File: src/hdl/dcache_defs.svh
`ifndef DCACHE_DEFS_SVH
`define DCACHE_DEFS_SVH

// ====================
// Cache geometry
// ====================
`define DC_XLEN      32     // Processor word width
`define DC_LINE_BITS 128    // One line holds four words
`define DC_N_WAYS    4      // Associativity
`define DC_N_SETS    16     // Sets per way

// Derived address field widths
`define DC_BYTE_BITS ($clog2(`DC_XLEN / 8))
`define DC_WOFF_BITS ($clog2(`DC_LINE_BITS / `DC_XLEN))
`define DC_SET_BITS  ($clog2(`DC_N_SETS))
`define DC_WAY_BITS  ($clog2(`DC_N_WAYS))

// Tag is everything above the set index
`define DC_TAG_BITS  (`DC_XLEN - `DC_SET_BITS - `DC_WOFF_BITS - `DC_BYTE_BITS)

`endif
File: src/hdl/cache_pkg.sv
`include "dcache_defs.svh"

package cache_pkg;

    // ====================
    // Address fields
    // ====================
    typedef logic [`DC_XLEN-1:0]      addr_t;      // Full byte address
    typedef logic [`DC_TAG_BITS-1:0]  tag_t;       // Bits above the set index
    typedef logic [`DC_SET_BITS-1:0]  set_idx_t;   // Set select
    typedef logic [`DC_WOFF_BITS-1:0] word_off_t;  // Word within a line

    // Way select, binary and one-hot
    typedef logic [`DC_WAY_BITS-1:0]  way_t;
    typedef logic [`DC_N_WAYS-1:0]    way_mask_t;

    // ====================
    // Controller FSM
    // ====================
    typedef enum logic [2:0]
    {
        ST_INIT,        // Valid bits cleared one set per cycle
        ST_IDLE,        // Waits for a processor strobe
        ST_LOOKUP,      // Tags compared, hit answered here
        ST_WB,          // Dirty victim sent to memory
        ST_FILL,        // Line fetched from memory
        ST_FILL_DONE    // Line written into the victim way
    } ctrl_state_t;

endpackage

File: src/hdl/dcache_lru.sv
`timescale 1ns/1ps
`include "dcache_defs.svh"

module dcache_lru
(
    input  logic                clk_i,
    input  logic                rst_i,
    input  cache_pkg::set_idx_t set_i,
    input  logic                touch_i,        // Hit or fill this cycle
    input  cache_pkg::way_t     touch_way_i,
    output cache_pkg::way_t     victim_o
);

    // Slot 0 is the oldest way, the last slot the newest
    cache_pkg::way_t age_q [`DC_N_SETS][`DC_N_WAYS];
    cache_pkg::way_t touch_pos;                 // Slot holding the touched way

    always_comb
    begin
        touch_pos = '0;
        for (int i = 0; i < `DC_N_WAYS; i++)
        begin
            if (age_q[set_i][i] == touch_way_i)
                touch_pos = cache_pkg::way_t'(i);
        end
    end

    // ====================
    // Age update
    // ====================
    always_ff @(posedge clk_i)
    begin
        if (rst_i)
        begin
            for (int s = 0; s < `DC_N_SETS; s++)
                for (int i = 0; i < `DC_N_WAYS; i++)
                    age_q[s][i] <= cache_pkg::way_t'(i);  // Way 0 oldest
        end
        else if (touch_i)
        begin
            // Younger ways slide one slot older
            for (int i = 0; i < `DC_N_WAYS - 1; i++)
            begin
                if (i >= touch_pos)
                    age_q[set_i][i] <= age_q[set_i][i + 1];
            end
            age_q[set_i][`DC_N_WAYS - 1] <= touch_way_i;   // Now most recent
        end
    end

    assign victim_o = age_q[set_i][0];

endmodule

File: config.mk
export PLATFORM = sky130hd
export DESIGN_NAME = dcache_lru
export DESIGN_NICKNAME = d
export VERILOG_FILES = /design/src/hdl/cache_pkg.sv /design/src/hdl/dcache_lru.sv
export VERILOG_INCLUDE_DIRS = /design/src /design/src/hdl
export SDC_FILE = /design/constraint.sdc
export NUM_CORES = 1
export LEC_CHECK = 0
export BUFFER_PORTS_ARGS = -buffer_cell sky130_fd_sc_hd__buf_2
export CAP_MARGIN = 20
export CORE_ASPECT_RATIO = 0.6
export CORE_MARGIN = 2
export CORE_UTILIZATION = 50
export DETAILED_ROUTE_END_ITERATION = 7
export GPL_ROUTABILITY_DRIVEN = 0
export HOLD_SLACK_MARGIN = 0.06
export MAX_ROUTING_LAYER = met4
export PLACE_DENSITY = 0.75
export SLEW_MARGIN = 30
export SYNTH_ARGS = -nofsm -noshare
export SYNTH_HDL_FRONTEND = slang
export SYNTH_SLANG_ARGS = --single-unit
File: constraint.sdc
create_clock -name clk_i -period 4.49 [get_ports clk_i]
set_clock_uncertainty 0.1 [all_clocks]
set_input_delay 0 -clock clk_i [delete_from_list [all_inputs] [get_ports clk_i]]
set_output_delay 0 -clock clk_i [all_outputs]
set_load 0.01 [all_outputs]
== After elaboration in Yosys (flattened, before gate mapping) ==
Memory sizes are Yosys's and may differ from the RTL's.
Index checks and enable logic that the tools add are counted.

* Bits in writable memories: 128
* Memories: 1
* Output and inout bits: 2
* Register bits: 0

* Mux-type cells: 23
* Equality and inequality tests: 3
* Reduce and logical (&&, ||, !) cells: 1
* Order comparisons: 3

{| class="wikitable"
|+ Memory list
! name !! depth !! width !! read ports !! clocked after memory_dff !! write ports !! line !! text
|-
| age_q || 16 || 8 || 1 || 0 || 16 || dcache_lru.sv:15 || <nowiki>cache_pkg::way_t age_q [`DC_N_SETS][`DC_N_WAYS];</nowiki>
|}

{| class="wikitable"
|+ Operators with widths
! cell !! number
|-
| 1-bit two-way mux || 18
|-
| 4-bit two-way mux || 2
|-
| 8-bit two-way mux || 1
|-
| 8-bit OR reduction || 1
|-
| 2-bit equality test || 3
|-
| 1-bit by 2-bit >= comparator with 1-bit output (first input constant) || 2
|-
| 2-bit two-way mux || 2
|-
| 2-bit >= comparator (first input constant) || 1
|}

== Longest topological paths before layout ==
An unclocked memory read counts as a cell.

* Depth after elaboration: 12
* Gate-level depth with buffers: 12

== Worst setup path after synthesis ==
No wires, ideal clock.

* Kind: flip-flop to flip-flop
* From: mem age_q[15][2] in the netlist's numbering
* To: mem age_q[4][4] in the netlist's numbering, data pin
* Data arrival time: 2178 ps
* Cell stages (with the launch flop): 9
* Data required time: 4115 ps
* Library setup time: 275 ps
* Setup slack: 1937 ps
* Path through: edfxtp_1 mux4_2 mux2i_1 xnor2_1 nand2_1 o211a_1 a211oi_1 buf_2 nand3_1

{| class="wikitable"
|+ RTL lines
! what !! line
|-
| start: declaration || dcache_lru.sv:15
|}

==> impl_results.md <==
- Vias in the first global route: roughly 4400
- Post-cts gate resize count: 0
- Core area: about 12000 sq um
- Clock Tree Buf Depth: 2
- Total Routing Usage GR: a little over a quarter
- Cell family with most CP delay: buffers and inverters
- Placed Instances: 650
- Largest registers: age_q (128)
- Warnings, synthesis: 0
- Clock-pin slew on the worst setup and hold paths: roughly 0.06 ns
- I/O pin total: 11
- Yosys top cell area share: around three fifths
- Fmax: 327 MHz
- Wirelength per Cell: 24.9 microns
- Grt met2 use: between 30 and 40%
- Leakage: between 2 and 2.5 nW
- Residual DRC count: 0
- Wirelength, routed: 17100 microns
- Cells after Synth: 503
- Met1 usage: between 30% and 40%
- Port Buffer Count: 10
- PnR worst setup slack: 1.44 ns
- Primary FF master, synth: edfxtp_1
- Dpl cell area: about 6500 sq um
- CP max FO: 38
- Minimum clock period: slightly above 3 ns
- FP Rows: 31
- Sequential area share after synthesis: just over 60%
- Clock Latency Late Sink: around 0.42 ns
- Rel. slew slack: 46.2%
- Largest Register: age_q
- Crit Path Class: in -> reg
- Count leader, synth: edfxtp_1
- Fin cells: between 600 and 700
- Met3 usage: between 8 and 9%
- Total die area: about 14000 sq um
- CP bufs+invs: 5
- Number of detailed-route iterations in the first pass: 5
- Initial DRC count: around 700
- H-tree levels: 4
- Slew Limit Fails: 0
- Most Frequent Cell on Critical Path: buf_4
- Pwr dens: roughly 450 nW/um^2
- Initial core utilization: between 50% and 60%
- Syn avg cell area: roughly 13 sq um
- Period utilisation layout: ~68%
- Worst-path cell chain: dlygate4sd3_1, buf_2, buf_4, nor2b_1, buf_4, nand2_1, nand3_1, xnor2_1, o211a_1, a221o_1, buf_4, o21ai_0
- Share of post-route cells with drive strength above 1: 19.6%
- # diodes: 0
- Final hold vios: 0
- Fin Setup TNS: 0 ns
- Vias: roughly 4500
- Root Buffer: clkbuf_16
- CTS buffer count: 17
- Slowest stage delay, CP: approximately 0.52 ns
- Min-delay worst type: in -> reg
- RSZ-0062 raised after global routing: false
- Synth Register Bits: 128
- Outcome: completed
- Max reg flops: about 130
- Syn_nets: between 500 and 600
- Max rail drop VDD: 0.330 mV
- Syn-to-layout area delta: 13.2%
- Most frequent cells after synthesis: edfxtp_1, nand3_1, o21ai_0
- Area leader, netlist: edfxtp_1
- Gr busiest metal: met1
- Via density: roughly 6.6
- Number of synthesized flops with an enable pin: around 130
- Design area: slightly above 7000 sq um
- Max Cap Violations: 0
- Netlist Area Pre-Place: 6350 sq um
- Final setup fails: 0
- Number of nets with antenna violations after routing: 0
- Worst-margin pin slew: between 0.8 and 0.9 ns
- Die W: 150 microns
- Slowest cell on crit path: dlygate4sd3_1
- Initial antenna violation count: 0
- CTS Sinks: 128
- Cell variety after synth: 39
- Largest net degree at the start of global routing: 66
- Startpoint Class: primary input
- CTS tree: done
- Top cells by area, synth: edfxtp_1, mux4_2, nand3_1, o21ai_0, mux2i_1
- Setup WS pre-CTS: 0.936 ns
- CP arrival: about 3.0 ns
- GRT Residual Overflow: 0
- Die Span Y: 91.3 microns
- CP endpoint kind: register
- First-pass GRT wire length: 25900 microns
- Synth async-reset ratio: 0%
- Nets: 516
- Req. time, crit path: roughly 4.5 ns
- DP HPWL: about 11000 microns
==> report_power, final <==
part           internal (mW)  switching [mW]
registers               1.36          0.0145
clock network          0.927           0.528
logic                  0.112           0.265
total                   2.40           0.808
==> per-layer routing <==
layer	vias up	part of all wire, %
li1	1932	-
met1	2255	41
met2	310	45
met3	27	12
met4	0	1.5
met5	-	0
==> cells by family (layout without fill, tap and decap cells) <==
logic type,count (synthesis),after routing,synth area share [%]
AND/OR/NAND/NOR,191,191,14.9
flip-flops,128,128,60.5
AO/OA/AOI/OAI,69,69,6.38
multiplexers,56,56,13.3
buffers and inverters,50,67,3.70
XOR/XNOR,9,9,1.24
==> path summary, 6_finish.rpt <==
check	start	slack (ns)	depth (start not counted)	endpoint
hold reg to reg	age_q[2][5]	0.88	3	age_q[8][7]
hold / removal	set_i[1]	0.06	2	age_q[7][0]
setup reg to reg	age_q[9][4]	1.45	7	age_q[3][7]
setup / recovery	set_i[0]	1.44	12	age_q[3][7]
==> cell type report <==
type	instances	area [sq um]
multi-input combinational	325	2280
inverter	3	11.3
timing repair buffer	32	225
clock buffer	18	429
clock inverter	14	191
sequential	128	3840
fill	983	5030
tap	165	206
==> timing repair <==
item	4_1_cts	5_1_grt
buffers inserted	0	0
hold buffers	3	0
endpoints found under the hold margin	7	0
==> cells in the final DEF, fill, tap and decap left out, types with 2 or more instances in the layout <==
cell type      Yosys  final
o21ai_1            2      2
nand3_1           52     52
nand3b_1           2      2
nand4_1            9      9
nand2_1           36     36
a221oi_1           4      4
mux2_2            13     13
and3_1             2      2
buf_4              5     20
o21ai_0           47     47
clkinvlp_4         0      3
clkinv_2           0      2
nor2b_1            7      7
a221o_1            3      3
nor4_1             9      9
nor3_2             5      6
edfxtp_1         128    128
o22ai_1            4      4
nor2_1            37     37
buf_2              5      9
xnor2_1            9      9
clkbuf_16          0     17
o211ai_1           2      2
and2_0             2      2
dlygate4sd3_1      0      3
nand2b_1           9      9
mux2i_1           21     21
inv_1              2      2
clkinv_4           0      4
o2bb2ai_1          2      2
mux4_2            20     20
bufinv_16          0      4
nor3_1            20     19
==> per-stage QoR <==
stage | hold slack (ns) | utilization (%) | power [mW]
after detailed placement | 0.285 | 53.5 | 1.76
final | 0.0561 | 58.8 | 3.21
after global placement | 0.283 | 53.5 | 1.75
after CTS | 0.118 | 58.8 | 3.19
after floorplan | 0.124 | - | 1.66
after global routing | 0.0698 | 58.8 | 3.29
(Power assumes the default switching activity.)
