==> config.mk <==
export PLATFORM = sky130hd
export DESIGN_NAME = dcache_ctrl_flat
export DESIGN_NICKNAME = d
export VERILOG_FILES = /design/src/hdl/mem_pkg.sv /design/src/hdl/cache_pkg.sv /design/src/hdl/cache_array_if.sv /design/src/hdl/dcache_ctrl.sv /design/src/flat_wrapper.sv
export VERILOG_INCLUDE_DIRS = /design/src /design/src/hdl
export SDC_FILE = /design/constraint.sdc
export NUM_CORES = 1
export LEC_CHECK = 0
export BUFFER_PORTS_ARGS = -buffer_cell sky130_fd_sc_hd__buf_2
export CORE_AREA = 4 4 339 341
export CTS_CLUSTER_DIAMETER = 100
export DETAILED_ROUTE_END_ITERATION = 8
export DIE_AREA = 0 0 343 345
export PLACE_DENSITY = 0.35
export SKIP_LAST_GASP = 1
export SLEW_MARGIN = 0
export SYNTH_ARGS = -nofsm -noshare
export SYNTH_HDL_FRONTEND = slang
export SYNTH_SLANG_ARGS = --single-unit
==> constraint.sdc <==
create_clock -name clk_i -period 9.5 [get_ports clk_i]
set_clock_uncertainty 0.2 [all_clocks]
set_input_delay 1.9 -clock clk_i [delete_from_list [all_inputs] [get_ports clk_i]]
set_output_delay 1.9 -clock clk_i [all_outputs]
set_load 0.02 [all_outputs]
==> src/hdl/dcache_defs.svh <==
`ifndef DCACHE_DEFS_SVH
`define DCACHE_DEFS_SVH

// ====================
// Cache geometry
// ====================
`define DC_XLEN      32     // Processor word width
`define DC_LINE_BITS 128    // One line holds four words
`define DC_N_WAYS    4      // Associativity
`define DC_N_SETS    16     // Sets per way

// Derived address field widths
`define DC_BYTE_BITS ($clog2(`DC_XLEN / 8))
`define DC_WOFF_BITS ($clog2(`DC_LINE_BITS / `DC_XLEN))
`define DC_SET_BITS  ($clog2(`DC_N_SETS))
`define DC_WAY_BITS  ($clog2(`DC_N_WAYS))

// Tag is everything above the set index
`define DC_TAG_BITS  (`DC_XLEN - `DC_SET_BITS - `DC_WOFF_BITS - `DC_BYTE_BITS)

`endif
==> src/hdl/mem_pkg.sv <==
`include "dcache_defs.svh"

package mem_pkg;

    // ====================
    // Data moved
    // ====================
    typedef logic [`DC_XLEN-1:0]      word_t;      // Processor word
    typedef logic [`DC_XLEN/8-1:0]    byte_en_t;   // One bit per byte lane

    // Word 0 sits in the lowest bits
    typedef logic [`DC_LINE_BITS-1:0] line_t;

endpackage

==> src/hdl/cache_pkg.sv <==
`include "dcache_defs.svh"

package cache_pkg;

    // ====================
    // Address fields
    // ====================
    typedef logic [`DC_XLEN-1:0]      addr_t;      // Full byte address
    typedef logic [`DC_TAG_BITS-1:0]  tag_t;       // Bits above the set index
    typedef logic [`DC_SET_BITS-1:0]  set_idx_t;   // Set select
    typedef logic [`DC_WOFF_BITS-1:0] word_off_t;  // Word within a line

    // Way select, binary and one-hot
    typedef logic [`DC_WAY_BITS-1:0]  way_t;
    typedef logic [`DC_N_WAYS-1:0]    way_mask_t;

    // ====================
    // Controller FSM
    // ====================
    typedef enum logic [2:0]
    {
        ST_INIT,        // Valid bits cleared one set per cycle
        ST_IDLE,        // Waits for a processor strobe
        ST_LOOKUP,      // Tags compared, hit answered here
        ST_WB,          // Dirty victim sent to memory
        ST_FILL,        // Line fetched from memory
        ST_FILL_DONE    // Line written into the victim way
    } ctrl_state_t;

endpackage

==> src/hdl/cache_array_if.sv <==
`timescale 1ns/1ps

interface cache_array_if;

    // Controller to storage
    cache_pkg::set_idx_t  set_idx;        // Read and write set
    cache_pkg::tag_t      lookup_tag;     // Tag under test
    cache_pkg::way_mask_t wr_mask;        // Ways written this edge
    cache_pkg::tag_t      wr_tag;
    mem_pkg::line_t       wr_line;
    logic                 wr_dirty;
    cache_pkg::way_t      victim_way;     // From the LRU tracker
    logic                 clr_valid;      // Clears every way of set_idx

    // Storage to controller, one cycle after set_idx
    logic                 hit;
    cache_pkg::way_t      hit_way;
    mem_pkg::line_t       hit_line;
    logic                 hit_dirty;
    logic                 victim_valid;
    logic                 victim_dirty;
    cache_pkg::tag_t      victim_tag;
    mem_pkg::line_t       victim_line;

    modport ctrl (
        output set_idx, lookup_tag, wr_mask, wr_tag, wr_line, wr_dirty, victim_way, clr_valid,
        input  hit, hit_way, hit_line, hit_dirty,
        input  victim_valid, victim_dirty, victim_tag, victim_line
    );

    modport ways (
        input  set_idx, lookup_tag, wr_mask, wr_tag, wr_line, wr_dirty, victim_way, clr_valid,
        output hit, hit_way, hit_line, hit_dirty,
        output victim_valid, victim_dirty, victim_tag, victim_line
    );

endinterface

==> src/hdl/dcache_ctrl.sv <==
`timescale 1ns/1ps
`include "dcache_defs.svh"

module dcache_ctrl
(
    input  logic                 clk_i,
    input  logic                 rst_i,
    // Processor side
    input  logic                 p_strobe_i,
    input  logic                 p_rw_i,         // 1 for write
    input  cache_pkg::addr_t     p_addr_i,
    input  mem_pkg::byte_en_t    p_be_i,
    input  mem_pkg::word_t       p_data_i,
    output mem_pkg::word_t       p_rdata_o,
    output logic                 p_ready_o,
    // Memory side, whole lines
    output logic                 m_strobe_o,
    output logic                 m_rw_o,
    output cache_pkg::addr_t     m_addr_o,
    output mem_pkg::line_t       m_wdata_o,
    input  mem_pkg::line_t       m_rdata_i,
    input  logic                 m_ready_i,
    // Storage and LRU
    cache_array_if.ctrl          arr,
    output cache_pkg::set_idx_t  lru_set_o,
    output logic                 lru_touch_o,
    output cache_pkg::way_t      lru_way_o,
    input  cache_pkg::way_t      victim_way_i
);

    localparam int OFF_LSB = `DC_BYTE_BITS;
    localparam int SET_LSB = `DC_BYTE_BITS + `DC_WOFF_BITS;

    cache_pkg::ctrl_state_t state_q, state_nxt;
    cache_pkg::set_idx_t    init_cnt_q;     // Init sweep position
    cache_pkg::addr_t       req_addr_q;     // Registered request
    logic                   req_rw_q;
    mem_pkg::byte_en_t      req_be_q;
    mem_pkg::word_t         req_data_q;
    mem_pkg::line_t         fill_line_q;    // Line returned by memory
    logic                   mem_pend_q;     // Strobe sent, no ready yet
    logic                   issue;
    cache_pkg::set_idx_t    p_set, req_set;
    cache_pkg::tag_t        req_tag;
    cache_pkg::word_off_t   req_off;

    assign p_set   = p_addr_i[SET_LSB +: `DC_SET_BITS];
    assign req_set = req_addr_q[SET_LSB +: `DC_SET_BITS];
    assign req_off = req_addr_q[OFF_LSB +: `DC_WOFF_BITS];
    assign req_tag = req_addr_q[`DC_XLEN-1 -: `DC_TAG_BITS];

    function automatic mem_pkg::word_t get_word(mem_pkg::line_t line,
                                                cache_pkg::word_off_t off);
        return line[off * `DC_XLEN +: `DC_XLEN];
    endfunction

    // Enabled bytes come from the processor, the rest stay
    function automatic mem_pkg::line_t merge_word(mem_pkg::line_t line,
                                                  cache_pkg::word_off_t off,
                                                  mem_pkg::word_t data,
                                                  mem_pkg::byte_en_t be);
        mem_pkg::line_t res;
        res = line;
        for (int b = 0; b < `DC_XLEN / 8; b++)
        begin
            if (be[b])
                res[off * `DC_XLEN + b * 8 +: 8] = data[b * 8 +: 8];
        end
        return res;
    endfunction

    // ====================
    // FSM
    // ====================
    always_ff @(posedge clk_i)
    begin
        if (rst_i)
        begin
            state_q    <= cache_pkg::ST_INIT;
            init_cnt_q <= '0;
        end
        else
        begin
            state_q <= state_nxt;
            if (state_q == cache_pkg::ST_INIT)
                init_cnt_q <= init_cnt_q + 1'b1;
        end
    end

    always_comb
    begin
        state_nxt = state_q;
        unique case (state_q)
            cache_pkg::ST_INIT:
                if (init_cnt_q == cache_pkg::set_idx_t'(`DC_N_SETS - 1))
                    state_nxt = cache_pkg::ST_IDLE;
            cache_pkg::ST_IDLE:
                if (p_strobe_i)
                    state_nxt = cache_pkg::ST_LOOKUP;
            cache_pkg::ST_LOOKUP:
                if (arr.hit)
                    state_nxt = cache_pkg::ST_IDLE;
                else if (arr.victim_valid && arr.victim_dirty)
                    state_nxt = cache_pkg::ST_WB;  // Make room first
                else
                    state_nxt = cache_pkg::ST_FILL;
            cache_pkg::ST_WB:
                if (m_ready_i)
                    state_nxt = cache_pkg::ST_FILL;
            cache_pkg::ST_FILL:
                if (m_ready_i)
                    state_nxt = cache_pkg::ST_FILL_DONE;
            cache_pkg::ST_FILL_DONE:
                state_nxt = cache_pkg::ST_IDLE;
            default:
                state_nxt = cache_pkg::ST_IDLE;
        endcase
    end

    // Request and fill payload
    always_ff @(posedge clk_i)
    begin
        if (state_q == cache_pkg::ST_IDLE && p_strobe_i)
        begin
            req_addr_q <= p_addr_i;
            req_rw_q   <= p_rw_i;
            req_be_q   <= p_be_i;
            req_data_q <= p_data_i;
        end
        if (state_q == cache_pkg::ST_FILL && m_ready_i)
            fill_line_q <= m_rdata_i;
    end

    // ====================
    // Memory requests
    // ====================
    // Strobe lands in the second cycle of WB or FILL
    assign issue = (state_q == cache_pkg::ST_WB || state_q == cache_pkg::ST_FILL)
                && !mem_pend_q && !m_strobe_o;

    always_ff @(posedge clk_i)
    begin
        if (rst_i)
        begin
            m_strobe_o <= 1'b0;
            m_rw_o     <= 1'b0;
            mem_pend_q <= 1'b0;
        end
        else
        begin
            m_strobe_o <= issue;
            if (issue)
                m_rw_o <= (state_q == cache_pkg::ST_WB);
            if (m_ready_i)
                mem_pend_q <= 1'b0;
            else if (m_strobe_o)
                mem_pend_q <= 1'b1;
        end
    end

    always_ff @(posedge clk_i)
    begin
        if (issue && state_q == cache_pkg::ST_WB)
        begin
            m_addr_o  <= {arr.victim_tag, req_set, {SET_LSB{1'b0}}};   // Victim's own line
            m_wdata_o <= arr.victim_line;
        end
        else if (issue)
            m_addr_o <= {req_tag, req_set, {SET_LSB{1'b0}}};
    end

    // ====================
    // Storage writes
    // ====================
    assign arr.set_idx    = (state_q == cache_pkg::ST_INIT) ? init_cnt_q
                          : (state_q == cache_pkg::ST_IDLE) ? p_set : req_set;
    assign arr.lookup_tag = req_tag;
    assign arr.clr_valid  = (state_q == cache_pkg::ST_INIT);
    assign arr.victim_way = victim_way_i;

    always_comb
    begin
        arr.wr_mask  = '0;
        arr.wr_tag   = req_tag;
        arr.wr_line  = fill_line_q;
        arr.wr_dirty = 1'b0;
        if (state_q == cache_pkg::ST_LOOKUP && arr.hit && req_rw_q)
        begin
            arr.wr_mask  = cache_pkg::way_mask_t'(1) << arr.hit_way;
            arr.wr_line  = merge_word(arr.hit_line, req_off, req_data_q, req_be_q);
            arr.wr_dirty = arr.hit_dirty | (|req_be_q);   // Empty mask leaves it clean
        end
        else if (state_q == cache_pkg::ST_FILL_DONE)
        begin
            arr.wr_mask  = cache_pkg::way_mask_t'(1) << victim_way_i;
            if (req_rw_q)
                arr.wr_line = merge_word(fill_line_q, req_off, req_data_q, req_be_q);
            arr.wr_dirty = req_rw_q && (|req_be_q);
        end
    end

    // LRU follows the way used
    assign lru_set_o   = req_set;
    assign lru_touch_o = (state_q == cache_pkg::ST_LOOKUP && arr.hit)
                      || (state_q == cache_pkg::ST_FILL_DONE);
    assign lru_way_o   = (state_q == cache_pkg::ST_FILL_DONE) ? victim_way_i : arr.hit_way;

    // Processor answer
    assign p_ready_o = lru_touch_o;
    assign p_rdata_o = (state_q == cache_pkg::ST_FILL_DONE) ? get_word(fill_line_q, req_off)
                                                            : get_word(arr.hit_line, req_off);

    a_strobe_pulse : assert property (@(posedge clk_i) disable iff (rst_i)
        m_strobe_o |=> !m_strobe_o);

    // Memory side is quiet whenever the processor is answered
    a_ready_state : assert property (@(posedge clk_i) disable iff (rst_i)
        p_ready_o |-> (state_q == cache_pkg::ST_LOOKUP || state_q == cache_pkg::ST_FILL_DONE)
                      && !m_strobe_o && !mem_pend_q);

endmodule

==> src/flat_wrapper.sv <==
// flat-port wrapper written by rule: the top's interface ports become plain ports
module dcache_ctrl_flat 
  (clk_i, rst_i, p_strobe_i, p_rw_i, p_addr_i, p_be_i, p_data_i, p_rdata_o, p_ready_o, m_strobe_o, m_rw_o, m_addr_o, m_wdata_o, m_rdata_i, m_ready_i, lru_set_o, lru_touch_o, lru_way_o, victim_way_i, arr_set_idx, arr_lookup_tag, arr_wr_mask, arr_wr_tag, arr_wr_line, arr_wr_dirty, arr_victim_way, arr_clr_valid, arr_hit, arr_hit_way, arr_hit_line, arr_hit_dirty, arr_victim_valid, arr_victim_dirty, arr_victim_tag, arr_victim_line);
  cache_array_if arr_i ();
  input  logic clk_i;
  input  logic rst_i;
  input  logic p_strobe_i;
  input  logic p_rw_i;
  input  cache_pkg::addr_t p_addr_i;
  input  mem_pkg::byte_en_t p_be_i;
  input  mem_pkg::word_t p_data_i;
  output mem_pkg::word_t p_rdata_o;
  output logic p_ready_o;
  output logic m_strobe_o;
  output logic m_rw_o;
  output cache_pkg::addr_t m_addr_o;
  output mem_pkg::line_t m_wdata_o;
  input  mem_pkg::line_t m_rdata_i;
  input  logic m_ready_i;
  output cache_pkg::set_idx_t lru_set_o;
  output logic lru_touch_o;
  output cache_pkg::way_t lru_way_o;
  input  cache_pkg::way_t victim_way_i;
  output wire logic [$bits(arr_i.set_idx)-1:0] arr_set_idx;
  output wire logic [$bits(arr_i.lookup_tag)-1:0] arr_lookup_tag;
  output wire logic [$bits(arr_i.wr_mask)-1:0] arr_wr_mask;
  output wire logic [$bits(arr_i.wr_tag)-1:0] arr_wr_tag;
  output wire logic [$bits(arr_i.wr_line)-1:0] arr_wr_line;
  output wire logic [$bits(arr_i.wr_dirty)-1:0] arr_wr_dirty;
  output wire logic [$bits(arr_i.victim_way)-1:0] arr_victim_way;
  output wire logic [$bits(arr_i.clr_valid)-1:0] arr_clr_valid;
  input wire logic [$bits(arr_i.hit)-1:0] arr_hit;
  input wire logic [$bits(arr_i.hit_way)-1:0] arr_hit_way;
  input wire logic [$bits(arr_i.hit_line)-1:0] arr_hit_line;
  input wire logic [$bits(arr_i.hit_dirty)-1:0] arr_hit_dirty;
  input wire logic [$bits(arr_i.victim_valid)-1:0] arr_victim_valid;
  input wire logic [$bits(arr_i.victim_dirty)-1:0] arr_victim_dirty;
  input wire logic [$bits(arr_i.victim_tag)-1:0] arr_victim_tag;
  input wire logic [$bits(arr_i.victim_line)-1:0] arr_victim_line;
  assign arr_set_idx = arr_i.set_idx;
  assign arr_lookup_tag = arr_i.lookup_tag;
  assign arr_wr_mask = arr_i.wr_mask;
  assign arr_wr_tag = arr_i.wr_tag;
  assign arr_wr_line = arr_i.wr_line;
  assign arr_wr_dirty = arr_i.wr_dirty;
  assign arr_victim_way = arr_i.victim_way;
  assign arr_clr_valid = arr_i.clr_valid;
  assign arr_i.hit = arr_hit;
  assign arr_i.hit_way = arr_hit_way;
  assign arr_i.hit_line = arr_hit_line;
  assign arr_i.hit_dirty = arr_hit_dirty;
  assign arr_i.victim_valid = arr_victim_valid;
  assign arr_i.victim_dirty = arr_victim_dirty;
  assign arr_i.victim_tag = arr_victim_tag;
  assign arr_i.victim_line = arr_victim_line;
  dcache_ctrl u_core (.clk_i(clk_i), .rst_i(rst_i), .p_strobe_i(p_strobe_i), .p_rw_i(p_rw_i), .p_addr_i(p_addr_i), .p_be_i(p_be_i), .p_data_i(p_data_i), .p_rdata_o(p_rdata_o), .p_ready_o(p_ready_o), .m_strobe_o(m_strobe_o), .m_rw_o(m_rw_o), .m_addr_o(m_addr_o), .m_wdata_o(m_wdata_o), .m_rdata_i(m_rdata_i), .m_ready_i(m_ready_i), .arr(arr_i), .lru_set_o(lru_set_o), .lru_touch_o(lru_touch_o), .lru_way_o(lru_way_o), .victim_way_i(victim_way_i));
endmodule
Word-level counts from Yosys, hierarchy flattened
Index checks and enable logic that the tools add are counted.
{"block": "totals", "latchBits": 0, "output_inout_bits": 390, "ramBits": 0, "reg_bits": 363, "input_bits": 489, "mem_count": 0, "word_cells": 109, "romBits": 0}
{"block": "classes", "add_sub_neg": 8, "reduce_logical": 18, "n_lt_le_gt_ge": 0, "mul": 0, "n_mux": 48, "n_eq_ne": 10, "shifts": 12, "bitwise": 1, "n_div": 0}
{"operator": "2-to-1 mux 128 bit", "n": 23}
{"operator": "bitwise mux 128 bit", "n": 8}
{"operator": "variable shift 8 x 34 -> 128 bit, first input constant", "n": 4}
{"operator": "variable part select 8 x 34 -> 128 bit", "n": 4}
{"operator": "variable part select 128 x 8 -> 32 bit", "n": 2}
{"operator": "negator 32 -> 34 bit", "n": 3}
{"operator": "2-to-1 mux 32 bit", "n": 3}
{"operator": "negator 7 -> 34 bit", "n": 1}
{"operator": "2-to-1 mux 3 bit", "n": 6}
{"operator": "adder 7 x 5 -> 8 bit, second input constant", "n": 2}
{"operator": "2-to-1 mux 4 bit", "n": 4}
{"operator": "case mux 3 bit (5 select lines)", "n": 1}
{"operator": "logical AND 1 bit", "n": 9}
{"operator": "adder 7 x 4 -> 8 bit, second input constant", "n": 1}
{"operator": "<< shifter 1 x 2 -> 4 bit, first input constant", "n": 2}
{"operator": "== test 3 x 2 -> 1 bit, second input constant", "n": 2}
{"operator": "== test 3 bit, second input constant", "n": 2}
{"operator": "inequality test 2 bit, second input constant", "n": 3}
{"operator": "adder 4 x 1 -> 4 bit, second input constant", "n": 1}
{"operator": "== test 4 bit, second input constant", "n": 1}
{"operator": "AND reduction 4 bit", "n": 1}
{"operator": "OR reduction 4 bit", "n": 1}
{"operator": "== test 3 x 1 -> 1 bit, second input constant", "n": 1}
{"operator": "zero test 3 bit", "n": 1}
{"operator": "other kinds (8)", "n": 11}

Longest topological paths before layout
Gate-level depths: netlist of the first run.
{"block": "logic_depth", "depth_word": 22, "depth_mapped": 11, "ltp_nobuf": 6}

Worst setup path after synthesis of the first run
Ideal clock, no wire load.
{"block": "synth_path", "kind": "input -> register", "start": "input port p_strobe_i", "end": "register u_core.req_addr_q[10], enable pin", "slack_ps": 1775, "path_stages": 2, "setup_ps": 589, "t_arrival_ps": 6937, "required_time_ps": 8711, "path_buffers": 0, "cell_sequence": "nand2b_1 nor3b_1"}
{"block": "synth_between", "elab_chain_len": 1}
{"item": "start, declared", "line_no": "flat_wrapper.sv:7", "text": "input logic p_strobe_i;"}
{"item": "logical AND 1 bit", "line_no": "dcache_ctrl.sv:123", "text": "if (state_q == cache_pkg::ST_IDLE && p_strobe_i)"}
{"item": "end signal, assigned", "line_no": "dcache_ctrl.sv:125", "text": "req_addr_q <= p_addr_i;"}
{"item": "end, declared", "line_no": "dcache_ctrl.sv:36", "text": "cache_pkg::addr_t req_addr_q;"}
No other way between the ends.
A chain may end at the register's enable or synchronous reset.

Worst setup path in the final report of the first run
{"block": "layout_path", "start": "input port arr_hit", "end": "output port arr_wr_line[50]"}
{"block": "layout_between", "elab_chain_len": 3}
{"item": "start, declared", "line_no": "flat_wrapper.sv:32", "text": "input wire logic [$bits(arr_i.hit)-1:0] arr_hit;"}
{"item": "logical AND 1 bit (2 in series)", "line_no": "dcache_ctrl.sv:187", "text": "if (state_q == cache_pkg::ST_LOOKUP && arr.hit && req_rw_q)"}
{"item": "2-to-1 mux 128 bit", "line_no": "dcache_ctrl.sv:187"}
{"item": "end, declared", "line_no": "flat_wrapper.sv:28", "text": "output wire logic [$bits(arr_i.wr_line)-1:0] arr_wr_line;"}
No other way between the ends.

==> results of run 1 <==
## how the worst max path moves through the flow
stage	endpoint	start	cells after the start	slack [ns]
2_1_floorplan	u_core.req_addr_q[10]	p_strobe_i	2	1.77
3_3_place_gp	arr_wr_line[18]	arr_hit	7	2.77
3_5_place_dp	arr_wr_line[18]	arr_hit	7	2.72
4_1_cts	arr_wr_line[95]	u_core.req_addr_q[2]	7	2.63
5_1_grt	arr_wr_line[103]	u_core.state_q[0]	6	2.57
6_report	arr_wr_line[50]	arr_hit	7	2.72
## metal layers
metal / vias to the layer above / GRT usage [%]
met5: - / 0
met4: 40 / 4.54
met3: 188 / 6.70
met2: 1078 / 32.7
met1: 8436 / 20.7
li1: 7153 / -
## sequential cells by signal, summed over array words and instances, names as in the netlist, 3 cells and up
register,cells
u_core.req_be_q,4
u_core.state_q,3
u_core.req_data_q,32
u_core.m_addr_o,28
u_core.init_cnt_q,4
u_core.m_wdata_o,128
u_core.req_addr_q,30
u_core.fill_line_q,128
## cells by family (layout without fill, tap and decap cells)
| logic type | count (synthesis) | count (layout) | share of synthesized area [%] |
|---|---|---|---|
| mux | 93 | 93 | 9.79 |
| buf+inv | 170 | 991 | 5.16 |
| fa+ha+maj | 6 | 6 | 0.417 |
| xor+xnor | 3 | 3 | 0.146 |
| other cells | 1 | 26 | 0.0208 |
| compound gates | 264 | 264 | 10.4 |
| simple gates | 518 | 518 | 14.4 |
| flops | 361 | 361 | 59.7 |
## cell usage in the layout, fill, tap and decap left out, types with 3 or more instances in the layout
master / count
sky130_fd_sc_hd__nand3_1: 10
sky130_fd_sc_hd__buf_4: 28
sky130_fd_sc_hd__o21ai_0: 11
sky130_fd_sc_hd__nand2b_1: 4
sky130_fd_sc_hd__buf_2: 872
sky130_fd_sc_hd__conb_1: 4
sky130_fd_sc_hd__o311a_1: 3
sky130_fd_sc_hd__a21oi_1: 84
sky130_fd_sc_hd__ha_1: 6
sky130_fd_sc_hd__a211oi_1: 87
sky130_fd_sc_hd__o2bb2ai_1: 7
sky130_fd_sc_hd__mux2i_1: 5
sky130_fd_sc_hd__nand2_1: 149
sky130_fd_sc_hd__clkbuf_1: 12
sky130_fd_sc_hd__nor2_1: 42
sky130_fd_sc_hd__and3_1: 78
sky130_fd_sc_hd__nor3b_1: 3
sky130_fd_sc_hd__a211o_1: 3
sky130_fd_sc_hd__nor4_2: 3
sky130_fd_sc_hd__edfxtp_1: 351
sky130_fd_sc_hd__mux4_2: 64
sky130_fd_sc_hd__dfxtp_1: 10
sky130_fd_sc_hd__clkbuf_16: 49
sky130_fd_sc_hd__o221a_2: 4
sky130_fd_sc_hd__nor4_1: 3
sky130_fd_sc_hd__a221oi_1: 41
sky130_fd_sc_hd__a32oi_1: 8
sky130_fd_sc_hd__clkinv_2: 6
sky130_fd_sc_hd__a221o_1: 4
sky130_fd_sc_hd__inv_6: 3
sky130_fd_sc_hd__diode_2: 22
sky130_fd_sc_hd__inv_1: 5
sky130_fd_sc_hd__clkinv_1: 8
sky130_fd_sc_hd__nor3_1: 191
sky130_fd_sc_hd__and2_1: 10
sky130_fd_sc_hd__mux2_2: 24
## layout make-up
type	count	share of cell area, %
sequential	361	42.7
multi-input combinational	888	25.4
timing repair buffer	900	18.2
tap	1500	7.47
clock buffer	61	5.06
clock inverter	22	0.762
antenna	22	0.219
inverter	8	0.139
## power by group through the flow
stage	logic [W]	clock network (W)	registers (W)
after global routing	0.000193	0.00189	0.00175
after detailed placement	0.000179	0	0.00178
after floorplan	0.0000412	0	0.00178
final	0.000178	0.00176	0.00175
after CTS	0.000180	0.00183	0.00175
after global placement	0.000177	0	0.00178
## metrics by stage
stage | cell area (µm²) | hold slack (ns) | power, W | setup WS, ns | utilization [%]
2_1_floorplan | 18000 | 0.251 | 0.00182 | 1.77 | -
3_3_place_gp | 23600 | 0.253 | 0.00196 | 2.77 | 21.1
3_5_place_dp | 23600 | 0.254 | 0.00196 | 2.72 | 21.1
4_1_cts | 25100 | 0.265 | 0.00376 | 2.63 | 22.4
5_1_grt | 25100 | 0.286 | 0.00383 | 2.57 | 22.4
6_report | 25100 | 0.259 | 0.00368 | 2.72 | 22.5
## worst reg2reg max path: stages (launching register included)
cell and delay, ns:
sky130_fd_sc_hd__dfxtp_1 0.85, sky130_fd_sc_hd__and3b_1 0.30, sky130_fd_sc_hd__nand2_1 0.06, sky130_fd_sc_hd__buf_4 0.25, sky130_fd_sc_hd__inv_6 0.55, sky130_fd_sc_hd__buf_4 0.81
==> load_flow_metrics.sql, run 1 <==
INSERT INTO impl_metrics (metric_group, metric, value, unit) VALUES
('sta', 'final_min_period_over_clock_period', '71.3', '%'),
('synthesis', 'synth_top_flop_cell', 'sky130_fd_sc_hd__edfxtp_1', ''),
('clock_network', 'cts.repair_timing.setup_buffer_count', '0', ''),
('floorplan', 'row_count', '123', ''),
('setup_path', 'crit_slowest_cell', 'sky130_fd_sc_hd__nand2_4', ''),
('setup_path', 'cp_num_buf_inv', '3', ''),
('cells_and_area', 'post_route_cells_drive_above_1_share', '48.1', '%'),
('setup_path', 'worstPathMaxFanout', '68', ''),
('synthesis', 'synth_top_cell_area_share', '58.6', '%'),
('floorplan', 'initial_utilization', '16.1', '%'),
('clock_network', 'cts_max_level', '2', ''),
('sta', 'slew_viol_final', '0', ''),
('sta', 'relative_slew_margins', '13.3', '%'),
('clock_network', 'cts.repair.resized', '0', ''),
('sta', 'final_setup_violations', '0', ''),
('global_routing', 'number_of_antenna_violations_at_the_first_check_in_global_routing', '62', ''),
('floorplan', 'top_level_ports', '879', ''),
('floorplan', 'dieWidth', '343', 'µm'),
('place', 'detailedPlacementHpwl', '90100', 'µm'),
('place', 'placed_cells', '3657', ''),
('synthesis', 'syn_area_per_cell', '12.7', 'µm²'),
('floorplan', 'die_height', '345', 'µm'),
('setup_path', 'critPathMaxStageDelay', '0.75', 'ns'),
('setup_path', 'critPathTopFamily', 'simple AND/OR/NAND/NOR gates', ''),
('synthesis', 'netlist-cell-type-count', '59', ''),
('setup_path', 'criticalPathCategory', 'in -> out', ''),
('power', 'p_seq_share', '47.5', '%'),
('sta', 'finalHoldViolations', '0', ''),
('run_status', 'run_status', 'finished clean', ''),
('setup_path', 'path_common_cell', 'sky130_fd_sc_hd__buf_2', ''),
('place', 'place_congestion', '0.902', ''),
('drt', 'highest_layer', 'met5', ''),
('global_routing', 'track_usage', '18.4', '%'),
('synthesis', 'synth_area_leader_cell', 'sky130_fd_sc_hd__edfxtp_1', ''),
('cells_and_area', 'instances_no_fill', '3762', ''),
('drt', 'routed_wl_met3', '11600', 'µm'),
('cells_and_area', 'multi_input_comb_area', '6390', 'µm²'),
('synthesis', 'synthArstFlopShare', '0', '%'),
('drt', 'via_per_inst', '4.49', ''),
('power', 'power.combinational.fraction', '4.8', '%'),
('floorplan', 'core_area', '112000', 'µm²'),
('drt', 'initialDrtViolationCount', '1268', ''),
('sta', 'finalSetupTns', '0', 'ns'),
('synthesis', 'synth_most_common_cell', 'sky130_fd_sc_hd__edfxtp_1', ''),
('setup_path', 'worst_path_required_time', '7.40', 'ns'),
('drt', 'routed_wl', '114000', 'µm'),
('global_routing', 'grt-ovfl-total', '0', ''),
('synthesis', 'synth_area', '18000', 'µm²'),
('cells_and_area', 'area_growth', '39.6', '%'),
('drt', 'drc', '0', ''),
('power', 'max-vdd-ir-drop', '0.117', 'mV'),
('clock_network', 'cts_tree', 'built', ''),
('power', 'power_report.internal_total', '0.00282', 'W'),
('global_routing', 'global_route_wire_length_before_repair', '152000', 'µm'),
('setup_path', 'critPathLaunchType', 'input pin', ''),
('drt', 'vias', '16895', ''),
('setup_path', 'arrival', '4.68', 'ns'),
('setup_path', 'setup_crit_end_kind', 'primary output', ''),
('sta', 'worst-slew-pin-transition', '1.29', 'ns'),
('power', 'cellLeakagePower', '10.0', 'nW'),
('power', 'p_sw_share', '23.5', '%'),
('drt', 'final_antenna_net_count', '0', ''),
('place', 'buffer_ports.inserted', '872', ''),
('sta', 'fin_crit', '6.78', 'ns'),
('min_path', 'timing.hold.worst.class', 'reg -> reg', ''),
('clock_network', 'cts_max_path_buffers', '3', ''),
('setup_path', 'ff2ff_path_depth', '5', ''),
('global_routing', 'pin_count_of_the_biggest_net_entering_global_routing', '70', ''),
('clock_network', 'cts_sinks', '361', ''),
('sta', 'rsz0062_at_grt', 'false', ''),
('clock_network', 'ctsHoldBuffers', '0', '');
(Power assumes the default switching activity.)
==> inputs of run 2 (changes only) <==
--- a/config.mk
+++ b/config.mk
@@ -6,12 +6,13 @@
 export SDC_FILE = /design/constraint.sdc
 export NUM_CORES = 1
 export LEC_CHECK = 0
+export ABC_AREA = 1
 export BUFFER_PORTS_ARGS = -buffer_cell sky130_fd_sc_hd__buf_2
-export CORE_AREA = 4 4 339 341
+export CORE_AREA = 4 4 336 338
 export CTS_CLUSTER_DIAMETER = 100
 export DETAILED_ROUTE_END_ITERATION = 8
-export DIE_AREA = 0 0 343 345
-export PLACE_DENSITY = 0.35
+export DIE_AREA = 0 0 340 342
+export PLACE_DENSITY = 0.39
 export SKIP_LAST_GASP = 1
 export SLEW_MARGIN = 0
 export SYNTH_ARGS = -nofsm -noshare
==> constraint.sdc (replaced) <==
create_clock -name clk_i -period 5.61 [get_ports clk_i]
set_clock_uncertainty 0.2 [all_clocks]
set_input_delay 1.122 -clock clk_i [delete_from_list [all_inputs] [get_ports clk_i]]
set_output_delay 1.122 -clock clk_i [all_outputs]
set_load 0.02 [all_outputs]
==> load_flow_metrics.sql, run 2 <==
INSERT INTO impl_metrics (metric_group, metric, value, unit) VALUES
('run_status', 'run_status', 'finished clean', ''),
('drt', 'routed_wire_length_per_instance', '24.9', 'µm'),
('drt', 'routed_wl', '119000', 'µm'),
('clock_network', 'source_to_sink_clock_delay_at_the_later_pin_of_the_worst_skew_pair', '0.62', 'ns'),
('synthesis', 'syn_inst', '2437', ''),
('clock_network', 'clk_pin_slew', '0.06', 'ns'),
('cells_and_area', 'layout_top_registers', 'u_core.fill_line_q x128, u_core.m_wdata_o x128, u_core.req_data_q x32', ''),
('power', 'p_seq_share', '36.3', '%'),
('sta', 'final_setup_violations', '0', ''),
('setup_path', 'regToRegEndpoint', 'u_core.m_wdata_o[115]', ''),
('cells_and_area', 'mostFrequentLayoutCells', '872 x sky130_fd_sc_hd__buf_2, 707 x sky130_fd_sc_hd__nand2_1, 438 x sky130_fd_sc_hd__nor2_1', ''),
('synthesis', 'synth.yosys.seq_area_share', '54.1', '%'),
('clock_network', 'cts_max_path_buffers', '3', ''),
('synthesis', 'syn_area_per_cell', '8.14', 'µm²'),
('sta', 'worst-slew-pin-transition', '1.03', 'ns'),
('clock_network', 'cts_max_level', '2', ''),
('sta', 'final_min_period_over_clock_period', '94.6', '%'),
('place', 'dpl-instance-area', '25400', 'µm²'),
('setup_path', 'worstReg2RegStart', 'u_core.state_q[0]', ''),
('drt', 'initialDrtViolationCount', '1559', ''),
('synthesis', 'postSynthRegisterBits', '361', ''),
('synthesis', 'synth_area', '19800', 'µm²'),
('power', 'net_switching_power', '0.00388', 'W'),
('place', 'place_congestion', '0.879', ''),
('min_path', 'timing.hold.worst.class', 'reg -> reg', ''),
('clock_network', 'cts_inserted_buffers', '51', ''),
('setup_path', 'setup_crit_end_kind', 'primary output', ''),
('sta', 'relative_slew_margins', '30.3', '%'),
('drt', 'dr.pass1.iters', '6', ''),
('power', 'max-vdd-ir-drop', '0.234', 'mV'),
('sta', 'max_freq', '188', 'MHz'),
('power', 'clock_power_share', '32.9', '%'),
('floorplan', 'top_level_ports', '879', ''),
('drt', 'via_per_inst', '4.16', ''),
('power', 'p_sw_share', '38.5', '%'),
('sta', 'final.hold.worst_slack', '0.267', 'ns'),
('sta', 'worst_slack', '0.304', 'ns'),
('synthesis', 'synth_top_cell_area_share', '53.1', '%'),
('power', 'cellLeakagePower', '12.6', 'nW'),
('synthesis', 'post_synth_main_area_contributors', 'sky130_fd_sc_hd__edfxtp_1 53%, sky130_fd_sc_hd__nand2_1 13%, sky130_fd_sc_hd__nor2_1 8.3%', ''),
('sta', 'slew_viol_final', '0', ''),
('synthesis', 'synthArstFlopShare', '0', '%'),
('synthesis', 'synth_top_flop_cell', 'sky130_fd_sc_hd__edfxtp_1', ''),
('cells_and_area', 'area_growth', '36.9', '%'),
('global_routing', 'number_of_antenna_violations_at_the_first_check_in_global_routing', '72', ''),
('setup_path', 'r2r_slack', '3.03', 'ns'),
('global_routing', 'grt-ovfl-total', '0', ''),
('place', 'detailedPlacementHpwl', '95600', 'µm'),
('synthesis', 'synth_most_common_cell', 'sky130_fd_sc_hd__nand2_1', ''),
('cells_and_area', 'multi_input_comb_area', '7240', 'µm²'),
('drt', 'final_antenna_net_count', '0', ''),
('global_routing', 'global_route_wire_length_before_repair', '159000', 'µm'),
('place', 'pre_cts_slack', '0.864', 'ns'),
('setup_path', 'ff2ff_path_depth', '6', ''),
('floorplan', 'row_count', '122', ''),
('clock_network', 'ctsHoldBuffers', '0', ''),
('synthesis', 'netlist-cell-type-count', '32', ''),
('clock_network', 'cts_sinks', '361', ''),
('cells_and_area', 'seq_area', '10700', 'µm²'),
('clock_network', 'cts.repair_timing.setup_buffer_count', '0', ''),
('cells_and_area', 'leading_cell_type_in_the_layout_fill_and_taps_excluded', 'sky130_fd_sc_hd__buf_2', ''),
('global_routing', 'pin_count_of_the_biggest_net_entering_global_routing', '146', ''),
('drt', 'drc', '0', ''),
('sta', 'rsz0062_at_grt', 'false', ''),
('synthesis', 'ys_top_cells_by_count', '707 x sky130_fd_sc_hd__nand2_1, 440 x sky130_fd_sc_hd__nor2_1, 351 x sky130_fd_sc_hd__edfxtp_1', ''),
('floorplan', 'core_area', '110000', 'µm²'),
('sta', 'fin_crit', '5.31', 'ns'),
('synthesis', 'yosysWarningCount', '0', ''),
('global_routing', 'grt_pass1_vias', '19177', ''),
('job', 'cap_violations', '0', ''),
('setup_path', 'arrival', '3.98', 'ns'),
('global_routing', 'track_usage', '19.5', '%'),
('power', 'cell_area_power_density', '371', 'nW/µm²'),
('drt', 'vias', '19941', ''),
('setup_path', 'critPathLaunchType', 'register', ''),
('setup_path', 'criticalPathCategory', 'reg -> out', ''),
('cells_and_area', 'post-route-cell-area', '27200', 'µm²'),
('floorplan', 'initial_utilization', '18.0', '%'),
('cells_and_area', 'fillerInstances', '12306', ''),
('setup_path', 'setup.worst_path.end', 'arr_wr_line[7]', ''),
('clock_network', 'cts.repair.resized', '0', ''),
('clock_network', 'cts_tree', 'built', ''),
('place', 'buffer_ports.inserted', '872', ''),
('floorplan', 'die_area', '116000', 'µm²'),
('power', 'power.combinational.fraction', '30.8', '%'),
('sta', 'finalHoldViolations', '0', ''),
('setup_path', 'worstPathMaxFanout', '16', ''),
('floorplan', 'die_height', '342', 'µm'),
('setup_path', 'critical_path.startpoint', 'u_core.req_addr_q[3]', ''),
('power', 'power_report.internal_total', '0.00620', 'W'),
('sta', 'finalSetupTns', '0', 'ns'),
('floorplan', 'dieWidth', '340', 'µm'),
('cells_and_area', 'final_core_util', '24.7', '%'),
('clock_network', 'cts.root.buffer_cell', 'sky130_fd_sc_hd__clkbuf_16', ''),
('synthesis', 'synth_edf_count', '351', ''),
('setup_path', 'worst_path_required_time', '4.29', 'ns'),
('cells_and_area', 'post_route_cells_drive_above_1_share', '30.6', '%'),
('synthesis', 'synth_area_leader_cell', 'sky130_fd_sc_hd__edfxtp_1', ''),
('cells_and_area', 'finalNetCount', '3721', '');
[run 2: layout make-up]
class                      instances  area share (%)
clock buffer                      72            5.18
clock inverter                    21           0.925
multi-input combinational       1665            26.6
sequential                       361            39.5
tap                             1488            6.85
timing repair buffer             900            17.2
antenna                           35           0.322
inverter                         247            3.43
[run 2: worst min path at each step]
stage / start / end / depth (start not counted)
floorplan: u_core.req_addr_q[4] / u_core.m_addr_o[4] / 0
global placement: u_core.m_rw_o / u_core.m_rw_o / 2
global route: u_core.req_addr_q[4] / u_core.m_addr_o[4] / 0
CTS: u_core.m_rw_o / u_core.m_rw_o / 2
detailed placement: u_core.m_rw_o / u_core.m_rw_o / 2
finish: u_core.m_rw_o / u_core.m_rw_o / 2
[run 2: through the flow]
stage / cells / power [W]
floorplan: 2440 / 0.00544
global placement: 4661 / 0.00688
detailed placement: 4661 / 0.00688
CTS: 4754 / 0.0103
global route: 4763 / 0.0106
finish: 4789 / 0.0101
[run 2: critical path, cell delays in order, from the launching register on]
cell	delay, ns
sky130_fd_sc_hd__edfxtp_1	0.46
sky130_fd_sc_hd__inv_2	0.41
sky130_fd_sc_hd__ha_1	0.77
sky130_fd_sc_hd__nand2_1	0.52
sky130_fd_sc_hd__inv_2	0.40
sky130_fd_sc_hd__nand3_1	0.14
sky130_fd_sc_hd__nor2_1	0.13
sky130_fd_sc_hd__nor2_1	0.06
sky130_fd_sc_hd__a21oi_1	0.25
sky130_fd_sc_hd__buf_2	0.22
[run 2: power groups by stage]
stage | registers, W | logic, W | clock network [W]
floorplan | 0.00382 | 0.00162 | 0
global placement | 0.00372 | 0.00316 | 0
detailed placement | 0.00372 | 0.00316 | 0
CTS | 0.00367 | 0.00317 | 0.00344
global route | 0.00370 | 0.00337 | 0.00355
finish | 0.00366 | 0.00311 | 0.00331
[run 2: per-layer routing]
layer | vias to the layer above | part of all wire (%) | global-route usage [%]
li1 | 9536 | - | -
met1 | 9310 | 40 | 23.9
met2 | 854 | 48 | 32.7
met3 | 197 | 8.9 | 6.48
met4 | 44 | 3.1 | 5.61
met5 | - | 0.24 | 0
[run 2: kinds of logic after synthesis]
logic type	count (synthesis)	share of synthesized area, %
AND/OR/NAND/NOR	1250	24.7
other	1	0.0189
AO/OA/AOI/OAI	405	11.1
buffers and inverters	414	9.63
flip-flops	361	54.1
adder cells (fa/ha/maj)	6	0.378
